===== src/source/video_pkg.sv =====
`default_nettype none

package video_pkg;

	// Bits per colour component
	localparam int COMPONENT_DEPTH = 4;

	// Pixel and line counts, coordinates
	localparam int DIM_WIDTH = 12;

	typedef logic [COMPONENT_DEPTH-1:0] color_t;
	typedef logic [DIM_WIDTH-1:0] dim_t;

	typedef struct packed {
		color_t red;
		color_t green;
		color_t blue;
	} rgb_t;

	// Syncs are active low, blanks active high
	typedef struct packed {
		logic hsync;
		logic vsync;
		logic hblank;
		logic vblank;
	} video_sync_t;

	// Raster at rest: no sync pulse, fully blanked
	localparam video_sync_t SYNC_IDLE = '{hsync: 1'b1, vsync: 1'b1, hblank: 1'b1, vblank: 1'b1};

	typedef struct packed {
		rgb_t rgb;
		video_sync_t sync;
	} src_pixel_t;

endpackage

`default_nettype wire


===== src/source/video_timing_monitor.sv =====
`timescale 1ns/1ps
`default_nettype none

module video_timing_monitor (
	input  wire                      i_clk,
	input  wire                      i_rst,
	input  wire video_pkg::src_pixel_t i_src,
	input  wire                      i_src_pix_en,
	output logic                     o_locked,
	output video_pkg::dim_t          o_width,
	output video_pkg::dim_t          o_height,
	output video_pkg::dim_t          o_col,
	output logic                     o_wr_en,
	output video_pkg::dim_t          o_src_line,
	output logic                     o_frame_start
);

	logic active;
	logic active_q;
	logic vblank_q;
	logic line_end;
	logic frame_end;
	video_pkg::dim_t col;
	video_pkg::dim_t line_width;
	video_pkg::dim_t width_now;
	video_pkg::dim_t height_now;

	assign active = !i_src.sync.hblank && !i_src.sync.vblank;

	// Edges, only on strobed pixels
	assign line_end = i_src_pix_en && active_q && !active;
	assign frame_end = i_src_pix_en && i_src.sync.vblank && !vblank_q;

	// Write port of the ring
	assign o_wr_en = i_src_pix_en && active;
	assign o_col = col;

	// Geometry of the frame that just closed
	// A line may end on the same pixel that opens vblank
	assign width_now = line_end ? col : line_width;
	assign height_now = line_end ? o_src_line + 2'd2 : o_src_line + 1'b1;

	always_ff @(posedge i_clk) begin
		if (i_rst) begin
			active_q <= 1'b0;
			vblank_q <= 1'b1;
			col <= '0;
			line_width <= '0;
			o_src_line <= '1;
			o_width <= '0;
			o_height <= '0;
			o_locked <= 1'b0;
			o_frame_start <= 1'b0;
		end else begin
			o_frame_start <= i_src_pix_en && !i_src.sync.vblank && vblank_q;
			if (i_src_pix_en) begin
				active_q <= active;
				vblank_q <= i_src.sync.vblank;
				col <= active ? col + 1'b1 : '0;
			end
			if (line_end) begin
				line_width <= col;
				o_src_line <= o_src_line + 1'b1;
			end
			if (frame_end) begin
				// Two equal frames in a row give lock, any change drops it
				o_locked <= width_now == o_width && height_now == o_height &&
					width_now != '0 && height_now != '0;
				o_width <= width_now;
				o_height <= height_now;
				// No line completed yet in the next frame
				o_src_line <= '1;
			end
		end
	end

endmodule

`default_nettype wire


===== config.mk =====
export PLATFORM = sky130hd
export DESIGN_NAME = video_timing_monitor
export DESIGN_NICKNAME = d
export VERILOG_FILES = /design/src/source/video_pkg.sv /design/src/source/video_timing_monitor.sv
export SDC_FILE = /design/constraint.sdc
export NUM_CORES = 1
export LEC_CHECK = 0
export ABC_CLOCK_PERIOD_IN_PS = 6900
export BUFFER_PORTS_ARGS = -buffer_cell sky130_fd_sc_hd__buf_2
export CAP_MARGIN = 30
export CORE_MARGIN = 5
export CORE_UTILIZATION = 60
export CTS_CLUSTER_SIZE = 24
export DETAILED_ROUTE_END_ITERATION = 16
export PLACE_DENSITY = 0.95
export SLEW_MARGIN = 20
export SYNTH_ARGS = -nofsm -noshare
export SYNTH_HDL_FRONTEND = slang
export SYNTH_SLANG_ARGS = --single-unit

===== constraint.sdc =====
create_clock -name i_clk -period 6.9 [get_ports i_clk]
set_input_delay 0.69 -clock i_clk [delete_from_list [all_inputs] [get_ports i_clk]]
set_output_delay 0.69 -clock i_clk [all_outputs]
set_load 0.02 [all_outputs]

==> results.ini, run 1 <==
[synthesis]
synthDistinctLibCells = 51
syn_area_per_cell_sq_um = 7.955
synth_area_sq_um = 3556
synth_edf_count = 0
syn_nets = 470
synthArstFlopShare_pct = 0
seq_area_frac_synth_pct = 36.03
ys_warn_count = 0
synthFlopType = dfxtp_1
ys_ff_latch = 64
syn_inst = 447

[layout]
fill_cells = 472
final_cell_mix = 64 x dfxtp_1, 59 x nand2_1, 55 x buf_2
drive_above_1_share_pct = 16.36
syn2layout_area_growth_pct = 11.68
regArea_sq_um = 1281
design_area_sq_um = 3971
num_antenna_cells = 0
final_common_cell = dfxtp_1
fin_nets = 507
multi_input_area_sq_um = 2085

[timing]
drv_slew = 0
holdWs_ps = 476.8
timing.final.crit_share_pct = 43.47
tns_ps = 0
setup_viol = 0
fin_crit_ps = 2999
hold_viol = 0
setup_slack_ps = 3901
clock_skew_ps = 7.023
timing.fmax_ghz = 0.3334
maxSlewHeadroom_pct = 51.38
tightest_slew_ps = 729.4
rsz0062_at_grt = false

[critical_path]
crit_arrival_ps = 3270
critPathMaxFanout = 8
worst-r2r-setup-slack_ps = 3900
cp_data_required_time_ps = 7170
r2r_end = o_locked$_SDFFE_PP0P_
slowest_stage = or4_1
rr_startpoint = o_src_line[2]$_SDFFE_PP1P_
path_class = flip-flop to flip-flop
crit_top_cell = nand2_1
critPathMaxStageDelay_ps = 540
r2r_cells = 8
path_cells = ha_1 -> nand2_1 -> o21ai_0 -> nand2_1 -> a2111oi_0 -> nand4_1 -> or4_1 -> o31ai_2
endpoint_kind = flip-flop
cp-start-kind = flip-flop

[placement]
preCtsSetupSlack_ps = 3665
place_hpwl_mm = 6.531
io_buffers = 55
place.gp.congestion = 0.8916
placedInstanceArea_sq_um = 3799

[min_path]
hp-class = flip-flop to flip-flop
min_delay_worst_endpoint = o_locked$_SDFFE_PP0P_
hp-start = o_locked$_SDFFE_PP0P_
holdPathStages = 2

[status]
status = finished clean

[drt]
route.detailed.drc = 0
ant_nets = 0
wirelength_mm = 9.542
met3_length_microns = 863
drt-met1-wl_mm = 3.740
vias = 3519
route.top_layer_used = met4
first_iter_violations = 394
vias_per_cell = 6.239
met2_length_mm = 4.563
drt_pass1_iterations = 5
wl_per_cell_microns = 16.92

[die]
ios = 70
dieArea_sq_um = 7566
die_w_microns = 86.99
coreArea_sq_um = 5851
fp.dieH_microns = 86.99
initial_utilization_pct = 60.78
placementRows = 28

[clock_network]
clk_latency_ps = 340
postCtsSetupRepairBufs = 0
cts_num_sinks = 64
ctsHtreeMaxLevel = 3
root_buffer = clkbuf_8
post_cts_resized = 0
clockBufferDepth = 2
clk_pin_slew_ps = 70
cts_tree = built
cts_buffers = 9
holdBufCountCts = 0

[grt]
grt_overflow_total = 0
grt_pass1_vias = 3233
grt_usage_pct = 26.32
antenna_found_initial = 0
grt_max_degree = 38
grt_pass1_wl_mm = 15.82

[run]
max_cap_viol_count = 0

[power]
total_power_mw = 0.7596
ir_worst_vdd_v = 0.0001193
powerDensity_nw_per_um2 = 191.3
p_leak_nw = 1.764

[layer usage]
layer / track usage [%] / up-vias
li1: - / 1651
met1: 33.08 / 1624
met2: 42.44 / 204
met3: 5.109 / 40
met4: 14.02 / 0
met5: 0 / -
[worst max-delay path: cells and delay by family (launching register included)]
family	cells	cell delay, ps
AO/OA/AOI/OAI	3	990
adder cells (fa/ha/maj)	1	430
flip-flops	1	500
AND/OR/NAND/NOR	4	1000
[synth_stat cells (2+ instances only)]
cell type | count | area share [%]
a211o_1 | 2 | 0.49
a211oi_1 | 2 | 0.42
a21oi_1 | 15 | 2.1
a221oi_1 | 2 | 0.49
a22oi_1 | 5 | 1.1
a311oi_1 | 2 | 0.49
a31oi_1 | 6 | 1.1
and2_1 | 2 | 0.35
and3_1 | 10 | 1.8
buf_1 | 4 | 0.42
buf_4 | 4 | 0.84
buf_6 | 2 | 0.63
clkbuf_1 | 20 | 2.1
dfxtp_1 | 64 | 36
ha_1 | 4 | 1.4
inv_1 | 13 | 1.4
mux2i_1 | 14 | 3.9
nand2_1 | 59 | 6.2
nand2b_1 | 2 | 0.35
nand3_1 | 15 | 2.1
nand3b_1 | 2 | 0.42
nand4_1 | 9 | 1.6
nor2_1 | 45 | 4.8
nor3_1 | 14 | 2.0
nor3b_1 | 5 | 1.1
nor4_1 | 11 | 1.9
o2111ai_1 | 3 | 0.74
o211ai_1 | 3 | 0.63
o21ai_0 | 40 | 5.6
o22ai_1 | 2 | 0.35
or3_1 | 3 | 0.53
xnor2_1 | 24 | 5.9
xor2_1 | 21 | 5.2
[cell families (layout without fill, tap and decap cells)]
family	count (synthesis)	after routing	share of synthesized area (%)
simple gates	180	180	23.75
compound gates	94	94	17.00
flops	64	64	36.03
xor+xnor	46	46	11.72
buf+inv	44	86	5.524
mux	15	15	4.574
fa+ha+maj	4	4	1.408
[flip-flops by register name, summed over array words and instances, names as in the netlist]
| name | count |
|---|---|
| o_col | 12 |
| o_frame_start | 1 |
| o_locked | 1 |
| o_height | 12 |
| o_src_line | 12 |
| active_q | 1 |
| vblank_q | 1 |
| line_width | 12 |
| o_width | 12 |
[stage by stage]
stage	utilization (%)	cells
final	67.88	564
after CTS	67.88	564
after global placement	64.93	548
after detailed placement	64.93	548
after global routing	67.88	564
after floorplan	-	447
[report_power, final]
| group | switching, mW | total, mW | leakage, nW | internal (mW) |
|---|---|---|---|---|
| registers | 0.00828 | 0.381 | 0.517 | 0.373 |
| clock network | 0.145 | 0.283 | 0.0878 | 0.137 |
| logic | 0.0588 | 0.0956 | 1.16 | 0.0368 |
[cell type report]
type,instances,share of cell area (%)
Tap cell,75,2.363
Multi-Input combinational cell,339,52.49
Inverter,13,1.229
Timing Repair Buffer,57,7.309
Clock buffer,10,3.466
Clock inverter,6,0.8822
Sequential cell,64,32.26
[how the worst max path moves through the flow]
stage / start / endpoint / slack, ps / cells past startpoint
6_report: o_src_line[2]$_SDFFE_PP1P_ / o_locked$_SDFFE_PP0P_ / 3900 / 8
5_1_grt: o_src_line[2]$_SDFFE_PP1P_ / o_locked$_SDFFE_PP0P_ / 3640 / 8
4_1_cts: o_src_line[8]$_SDFFE_PP1P_ / o_locked$_SDFFE_PP0P_ / 3950 / 7
3_5_place_dp: i_src_pix_en / o_locked$_SDFFE_PP0P_ / 3670 / 9
3_3_place_gp: i_src_pix_en / o_locked$_SDFFE_PP0P_ / 3720 / 9
2_1_floorplan: o_src_line[2]$_SDFFE_PP1P_ / o_locked$_SDFFE_PP0P_ / 4230 / 9
Note: power is estimated with default switching activity, not from simulation.
==> inputs of run 2 (changes only) <==
- ABC_AREA: unset -> 1
- ABC_CLOCK_PERIOD_IN_PS: 6900 -> 2700
- CORE_UTILIZATION: 60 -> 50
- PLACE_DENSITY: 0.95 -> 0.85
- clock period: 6.9 -> 2.7 ns (I/O delays scaled with it)
==> run 2 against run 1 <==
Net effect:
- sequential share of layout area down 2.1 points
- count of clock-buffer cells in the layout shrank 1
- clock power grew to 3.7 times the previous value
- combinational power grew to 3.5 times the previous value
- wire length grew 7.3%
- register-to-register slack got worse by 3300 ps
- total power increased to 3.1 times the previous value
- worst setup slack worse by 3300 ps
- sequential power rose to 2.6 times the previous value
- via count rose by 12%
- non-clock buffer count grew 4
- maximum frequency up 41%
==> results.ini, run 2 <==
[drt]
vias_per_cell = 5.308
drt_pass1_iterations = 5
route.detailed.drc = 0
first_iter_violations = 229
vias = 3949
wl_per_cell_microns = 13.76
wirelength_mm = 10.24
ant_nets = 0

[critical_path]
endpoint_kind = flip-flop
critPathMaxStageDelay_ps = 480
crit_top_cell = nand2_1
cp-start-kind = flip-flop
slowest_stage = dfxtp_1
crit_arrival_ps = 2420
path_buf_inv = 1
critPathTopFamily = simple AND/OR/NAND/NOR gates
path_class = flip-flop to flip-flop
cp_data_required_time_ps = 2990
critPathMaxFanout = 7
path_cells = ha_1 -> inv_1 -> nor2_1 -> nand2_1 -> nand3_1 -> nand3_1 -> nand2_1 -> nand2_1 -> nor2_1 -> nand3_1 -> nor2_1 -> nand2_1 -> nand2_1

[clock_network]
cts_num_sinks = 64
clockBufferDepth = 2
clk_pin_slew_ps = 70
root_buffer = clkbuf_8
clk_latency_ps = 350
holdBufCountCts = 0
post_cts_resized = 0
postCtsSetupRepairBufs = 0
ctsHtreeMaxLevel = 3
cts_tree = built
cts_buffers = 9

[placement]
io_buffers = 55
dpl.cell_count = 728
place_hpwl_mm = 7.499
place.gp.congestion = 0.9648

[timing]
tightest_slew_ps = 585.9
tns_ps = 0
timing.fmax_ghz = 0.4698
drv_slew = 0
timing.final.crit_share_pct = 78.84
maxSlewHeadroom_pct = 60.90
hold_viol = 0
clock_skew_ps = 9.497
rsz0062_at_grt = false
fin_crit_ps = 2129
setup_viol = 0

[synthesis]
synth_top_area_share_pct = 34.70
synthFlopType = dfxtp_1
synthArstFlopShare_pct = 0
syn_area_per_cell_sq_um = 6.290
synth_top_cell_by_area = dfxtp_1
synth_most_common_cell = nand2_1
muxShareOfSynthArea_pct = 0
syn_nets = 610
synth_edf_count = 0
synthDistinctLibCells = 33
synth-simple-area-share_pct = 40.16
synth_top_family_by_area = simple AND/OR/NAND/NOR gates
ys_ff_latch = 64
synth-xor-area-share_pct = 0.9488
syn_inst = 587
ys_warn_count = 0
synthAdderAreaFrac_pct = 1.355
synth_compound_area_share_pct = 11.11
seq_area_frac_synth_pct = 34.70
synth_area_sq_um = 3692
ys_top_cells_by_count = 199 x nand2_1, 78 x inv_1, 68 x nand3_1
ys_top_cells_by_area = dfxtp_1 35%, nand2_1 20%, nand3_1 9.2%, inv_1 7.9%, nor2_1 5.5%

[power]
ir_worst_vdd_v = 0.0003638
powerDensity_nw_per_um2 = 551.0
p_leak_nw = 2.205

[die]
ios = 70
die_w_microns = 95.94
initial_utilization_pct = 51.18
fp.dieH_microns = 95.94
placementRows = 31
dieArea_sq_um = 9204
coreArea_sq_um = 7214

[grt]
grt_pass1_wl_mm = 17.12
antenna_found_initial = 0
grt_overflow_total = 0
grt_pass1_vias = 3754
grt_usage_pct = 23.83
grt_max_degree = 39

[status]
status = finished clean

[layout]
fill_cells = 717
regArea_sq_um = 1281
drive_above_1_share_pct = 14.57
syn2layout_area_growth_pct = 15.15
fin_nets = 663
final_cell_mix = 199 x nand2_1, 78 x inv_1, 68 x nand3_1
finalNonFillerCells = 744
num_antenna_cells = 0
final_common_cell = nand2_1
multi_input_area_sq_um = 1978

[min_path]
hp-class = input pin to flip-flop

[run]
max_cap_viol_count = 0

## run 2: cell types whose count changed after synthesis, moves of 11 or more
cell | previous run | this run
nand2_1 | 59 | 199
inv_1 | 13 | 78
nand3_1 | 15 | 68
xnor2_1 | 24 | 0
xor2_1 | 21 | 4
o21ai_0 | 40 | 25
mux2i_1 | 14 | 0
clkbuf_1 | 20 | 7
o22ai_1 | 2 | 15
nor3_1 | 14 | 3
nor4_1 | 11 | 0
## run 2: path summary, 6_finish.rpt
check,from,end,slack (ps),depth (start not counted)
max,o_src_line[0]$_SDFFE_PP1P_,o_locked$_SDFFE_PP0P_,570,13
min reg2reg,o_locked$_SDFFE_PP0P_,o_locked$_SDFFE_PP0P_,450,2
min,i_src[0],o_frame_start$_SDFF_PP0_,130,2
max reg2reg,o_src_line[0]$_SDFFE_PP1P_,o_locked$_SDFFE_PP0P_,570,13
## run 2: metal layers
metal	GRT usage, %	routed length, microns	vias to the layer above
li1	-	-	1978
met1	28.52	4209	1801
met2	42.10	5032	150
met3	5.473	760	20
met4	7.464	236	0
met5	0	0	-
## run 2: report_power, final
part	switching, mW	internal, mW	leakage (nW)
Sequential	0.0149	0.958	0.518
Combinational	0.228	0.103	1.56
Clock	0.414	0.624	0.125
Total	0.657	1.69	2.21
## run 2: cell type report
| type | instances | share of cell area (%) |
|---|---|---|
| well taps | 99 | 2.913 |
| clock buffers | 9 | 2.913 |
| repair buffers | 61 | 7.534 |
| inverters | 79 | 7.034 |
| flip-flops and latches | 64 | 30.14 |
| multi-input cells | 425 | 46.53 |
| clock inverters | 7 | 2.943 |
## run 2: worst reg2reg max path: stages (launching register included)
cell and delay, ps:
dfxtp_1 480, ha_1 250, inv_1 70, nor2_1 320, nand2_1 130, nand3_1 100
nand3_1 90, nand2_1 70, nand2_1 80, nor2_1 160, nand3_1 100, nor2_1 110
nand2_1 60, nand2_1 50
## run 2: stage by stage
| step | hold WS (ps) | worst slack [ps] | power, mW | utilization, % | cell area (sq um) |
|---|---|---|---|---|---|
| global placement | 438.1 | 673.1 | 1.306 | 55.48 | 4003 |
| CTS | 128.4 | 595.1 | 2.345 | 58.93 | 4252 |
| detailed placement | 434.0 | 611.6 | 1.317 | 55.48 | 4003 |
| floorplan | 346.6 | 909.4 | 1.243 | - | 3692 |
| global route | 127.5 | 347.8 | 2.440 | 58.93 | 4252 |
| finish | 133.5 | 571.3 | 2.343 | 58.93 | 4252 |
## run 2: logic make-up (layout without fill, tap and decap cells)
logic type               Yosys count  after routing
AO/OA/AOI/OAI                     71             71
XOR/XNOR                           4              4
adder cells (fa/ha/maj)            4              4
buffers and inverters             98            156
flip-flops                        64             64
AND/OR/NAND/NOR                  346            346
==> inputs of run 3 (changes only) <==
- ABC_CLOCK_PERIOD_IN_PS: 2700 -> 1850
- clock period: 2.7 -> 1.85 ns (I/O delays scaled with it)
==> run 3 against run 2 <==
Net effect:
- via count is 3.3% higher
- critical endpoint unchanged
- count of clock-buffer cells in the layout is 2 higher
- register-to-register slack worse by 510 ps
- highest routed layer unchanged
- largest cell class unchanged
==> results.ini, run 3 (synthesis gave the netlist of run 2 again) <==
[layout]
drive_above_1_share_pct = 19.94
final_cell_mix = 197 x nand2_1, 77 x inv_1, 68 x nand3_1
num_antenna_cells = 0
syn2layout_area_growth_pct = 20.70
fin_nets = 685
final_common_cell = nand2_1

[placement]
place.gp.congestion = 0.8937
place_hpwl_mm = 7.556
io_buffers = 55

[min_path]
min_delay_worst_endpoint = o_frame_start$_SDFF_PP0_
holdPathStages = 2
hp-class = input pin to flip-flop
hp-start = i_src[0]

[status]
status = finished clean

[clock_network]
ctsHtreeMaxLevel = 3
cts_tree = built
cts_num_sinks = 64
clockBufferDepth = 2
root_buffer = clkbuf_8
clk_pin_slew_ps = 70
cts_buffers = 9
clk_latency_ps = 360

[grt]
grt_pass1_vias = 3855
antenna_found_initial = 0
grt_overflow_total = 0
grt_usage_pct = 24.16
grt_pass1_wl_mm = 17.31
grt_max_degree = 33

[power]
ir_worst_vdd_v = 0.0004991
powerDensity_nw_per_um2 = 690.1
p_leak_nw = 2.292

[timing]
tns_ps = 0
hold_viol = 0
drv_slew = 0
tightest_slew_ps = 551.5
timing.final.crit_share_pct = 96.94
fin_crit_ps = 1793
holdWs_ps = 26.00
setup_viol = 0
clock_skew_ps = 5.615
rsz0062_at_grt = true
maxSlewHeadroom_pct = 63.19
timing.fmax_ghz = 0.5576

[critical_path]
crit_arrival_ps = 2050
r2r_cells = 14
critPathMaxFanout = 5
r2r_end = o_locked$_SDFFE_PP0P_
endpoint_kind = flip-flop
path_class = flip-flop to flip-flop
worst-r2r-setup-slack_ps = 60
path_cells = ha_2 -> nand2_1 -> inv_2 -> nand2_1 -> nand2_1 -> nand2_1 -> nand2_1 -> buf_4 -> nor2_1 -> nand4_1 -> nor2_1 -> nor2_1 -> nand2_1 -> nand2_1
slowest_stage = dfxtp_4
path_buf_inv = 2
rr_startpoint = o_src_line[1]$_SDFFE_PP1P_
cp_data_required_time_ps = 2110
crit_top_cell = nand2_1
critPathTopFamily = simple AND/OR/NAND/NOR gates
critPathMaxStageDelay_ps = 370
cp-start-kind = flip-flop

[die]
die_w_microns = 95.94
dieArea_sq_um = 9204
placementRows = 31
coreArea_sq_um = 7214
initial_utilization_pct = 51.18
ios = 70
fp.dieH_microns = 95.94

[drt]
drt_pass1_iterations = 6
route.detailed.drc = 0
drt-met1-wl_mm = 4.337
met2_length_mm = 4.852
wl_per_cell_microns = 13.60
vias = 4079
route.top_layer_used = met4
met3_length_microns = 746
wirelength_mm = 10.42
ant_nets = 0
vias_per_cell = 5.325
first_iter_violations = 309

[run]
max_cap_viol_count = 0

==> run 3: changes by cell type in the layout (fill, tap and decap cells not counted), sizes merged <==
cell / previous run / this run
clkinvlp: 0 / 1
clkbuf: 9 / 12
buf: 61 / 82
bufinv: 3 / 0
clkinv: 1 / 4
inv: 82 / 79
==> run 3: what timing repair did <==
item                       CTS  global route
hold buffers                 0             0
setup buffers                0             2
gates cloned                 0             1
pin swaps                    0             6
setup endpoints to repair    1             2
resized for setup            4            18
==> run 3: stage by stage <==
step / power, mW / cells / setup WS, ps / util [%] / cell area, sq um
detailed placement: 1.949 / 747 / -25.19 / 57.80 / 4170
floorplan: 1.814 / 587 / 59.42 / - / 3692
global placement: 1.935 / 747 / 51.73 / 57.80 / 4170
CTS: 3.069 / 763 / 25.72 / 60.44 / 4360
global route: 3.243 / 766 / -55.70 / 61.78 / 4457
finish: 3.076 / 766 / 56.59 / 61.78 / 4457
==> run 3: worst max-delay path by stage <==
stage	slack, ps	to	startpoint	depth (start not counted)
6_report	60	o_locked$_SDFFE_PP0P_	o_src_line[1]$_SDFFE_PP1P_	14
5_1_grt	-60	o_locked$_SDFFE_PP0P_	o_src_line[1]$_SDFFE_PP1P_	13
4_1_cts	30	o_locked$_SDFFE_PP0P_	o_src_line[4]$_SDFFE_PP1P_	12
3_5_place_dp	-30	o_locked$_SDFFE_PP0P_	o_src_line[1]$_SDFFE_PP1P_	14
3_3_place_gp	50	o_locked$_SDFFE_PP0P_	o_src_line[1]$_SDFFE_PP1P_	14
2_1_floorplan	60	o_locked$_SDFFE_PP0P_	o_src_line[2]$_SDFFE_PP1P_	13
==> run 3: area by class of cell <==
cell class                 instances  area, sq um
clock inverter                     5        31.28
sequential                        64         1299
clock buffer                      11        151.4
timing repair buffer              83        540.5
fill                             699         2758
tap                               99        123.9
inverter                          79        299.0
multi-input combinational        425         2012
==> run 3: where the power goes <==
group	internal (mW)	total [mW]	switching [mW]
clock network	0.554	1.13	0.578
registers	1.40	1.42	0.0206
logic	0.186	0.526	0.340
==> run 3: layer usage <==
layer  vias to the layer above  global-route usage, %
met1                      1859                  29.53
met2                       159                  40.36
li1                       2024                      -
met5                         -                      0
met4                         0                  12.20
met3                        37                  4.613
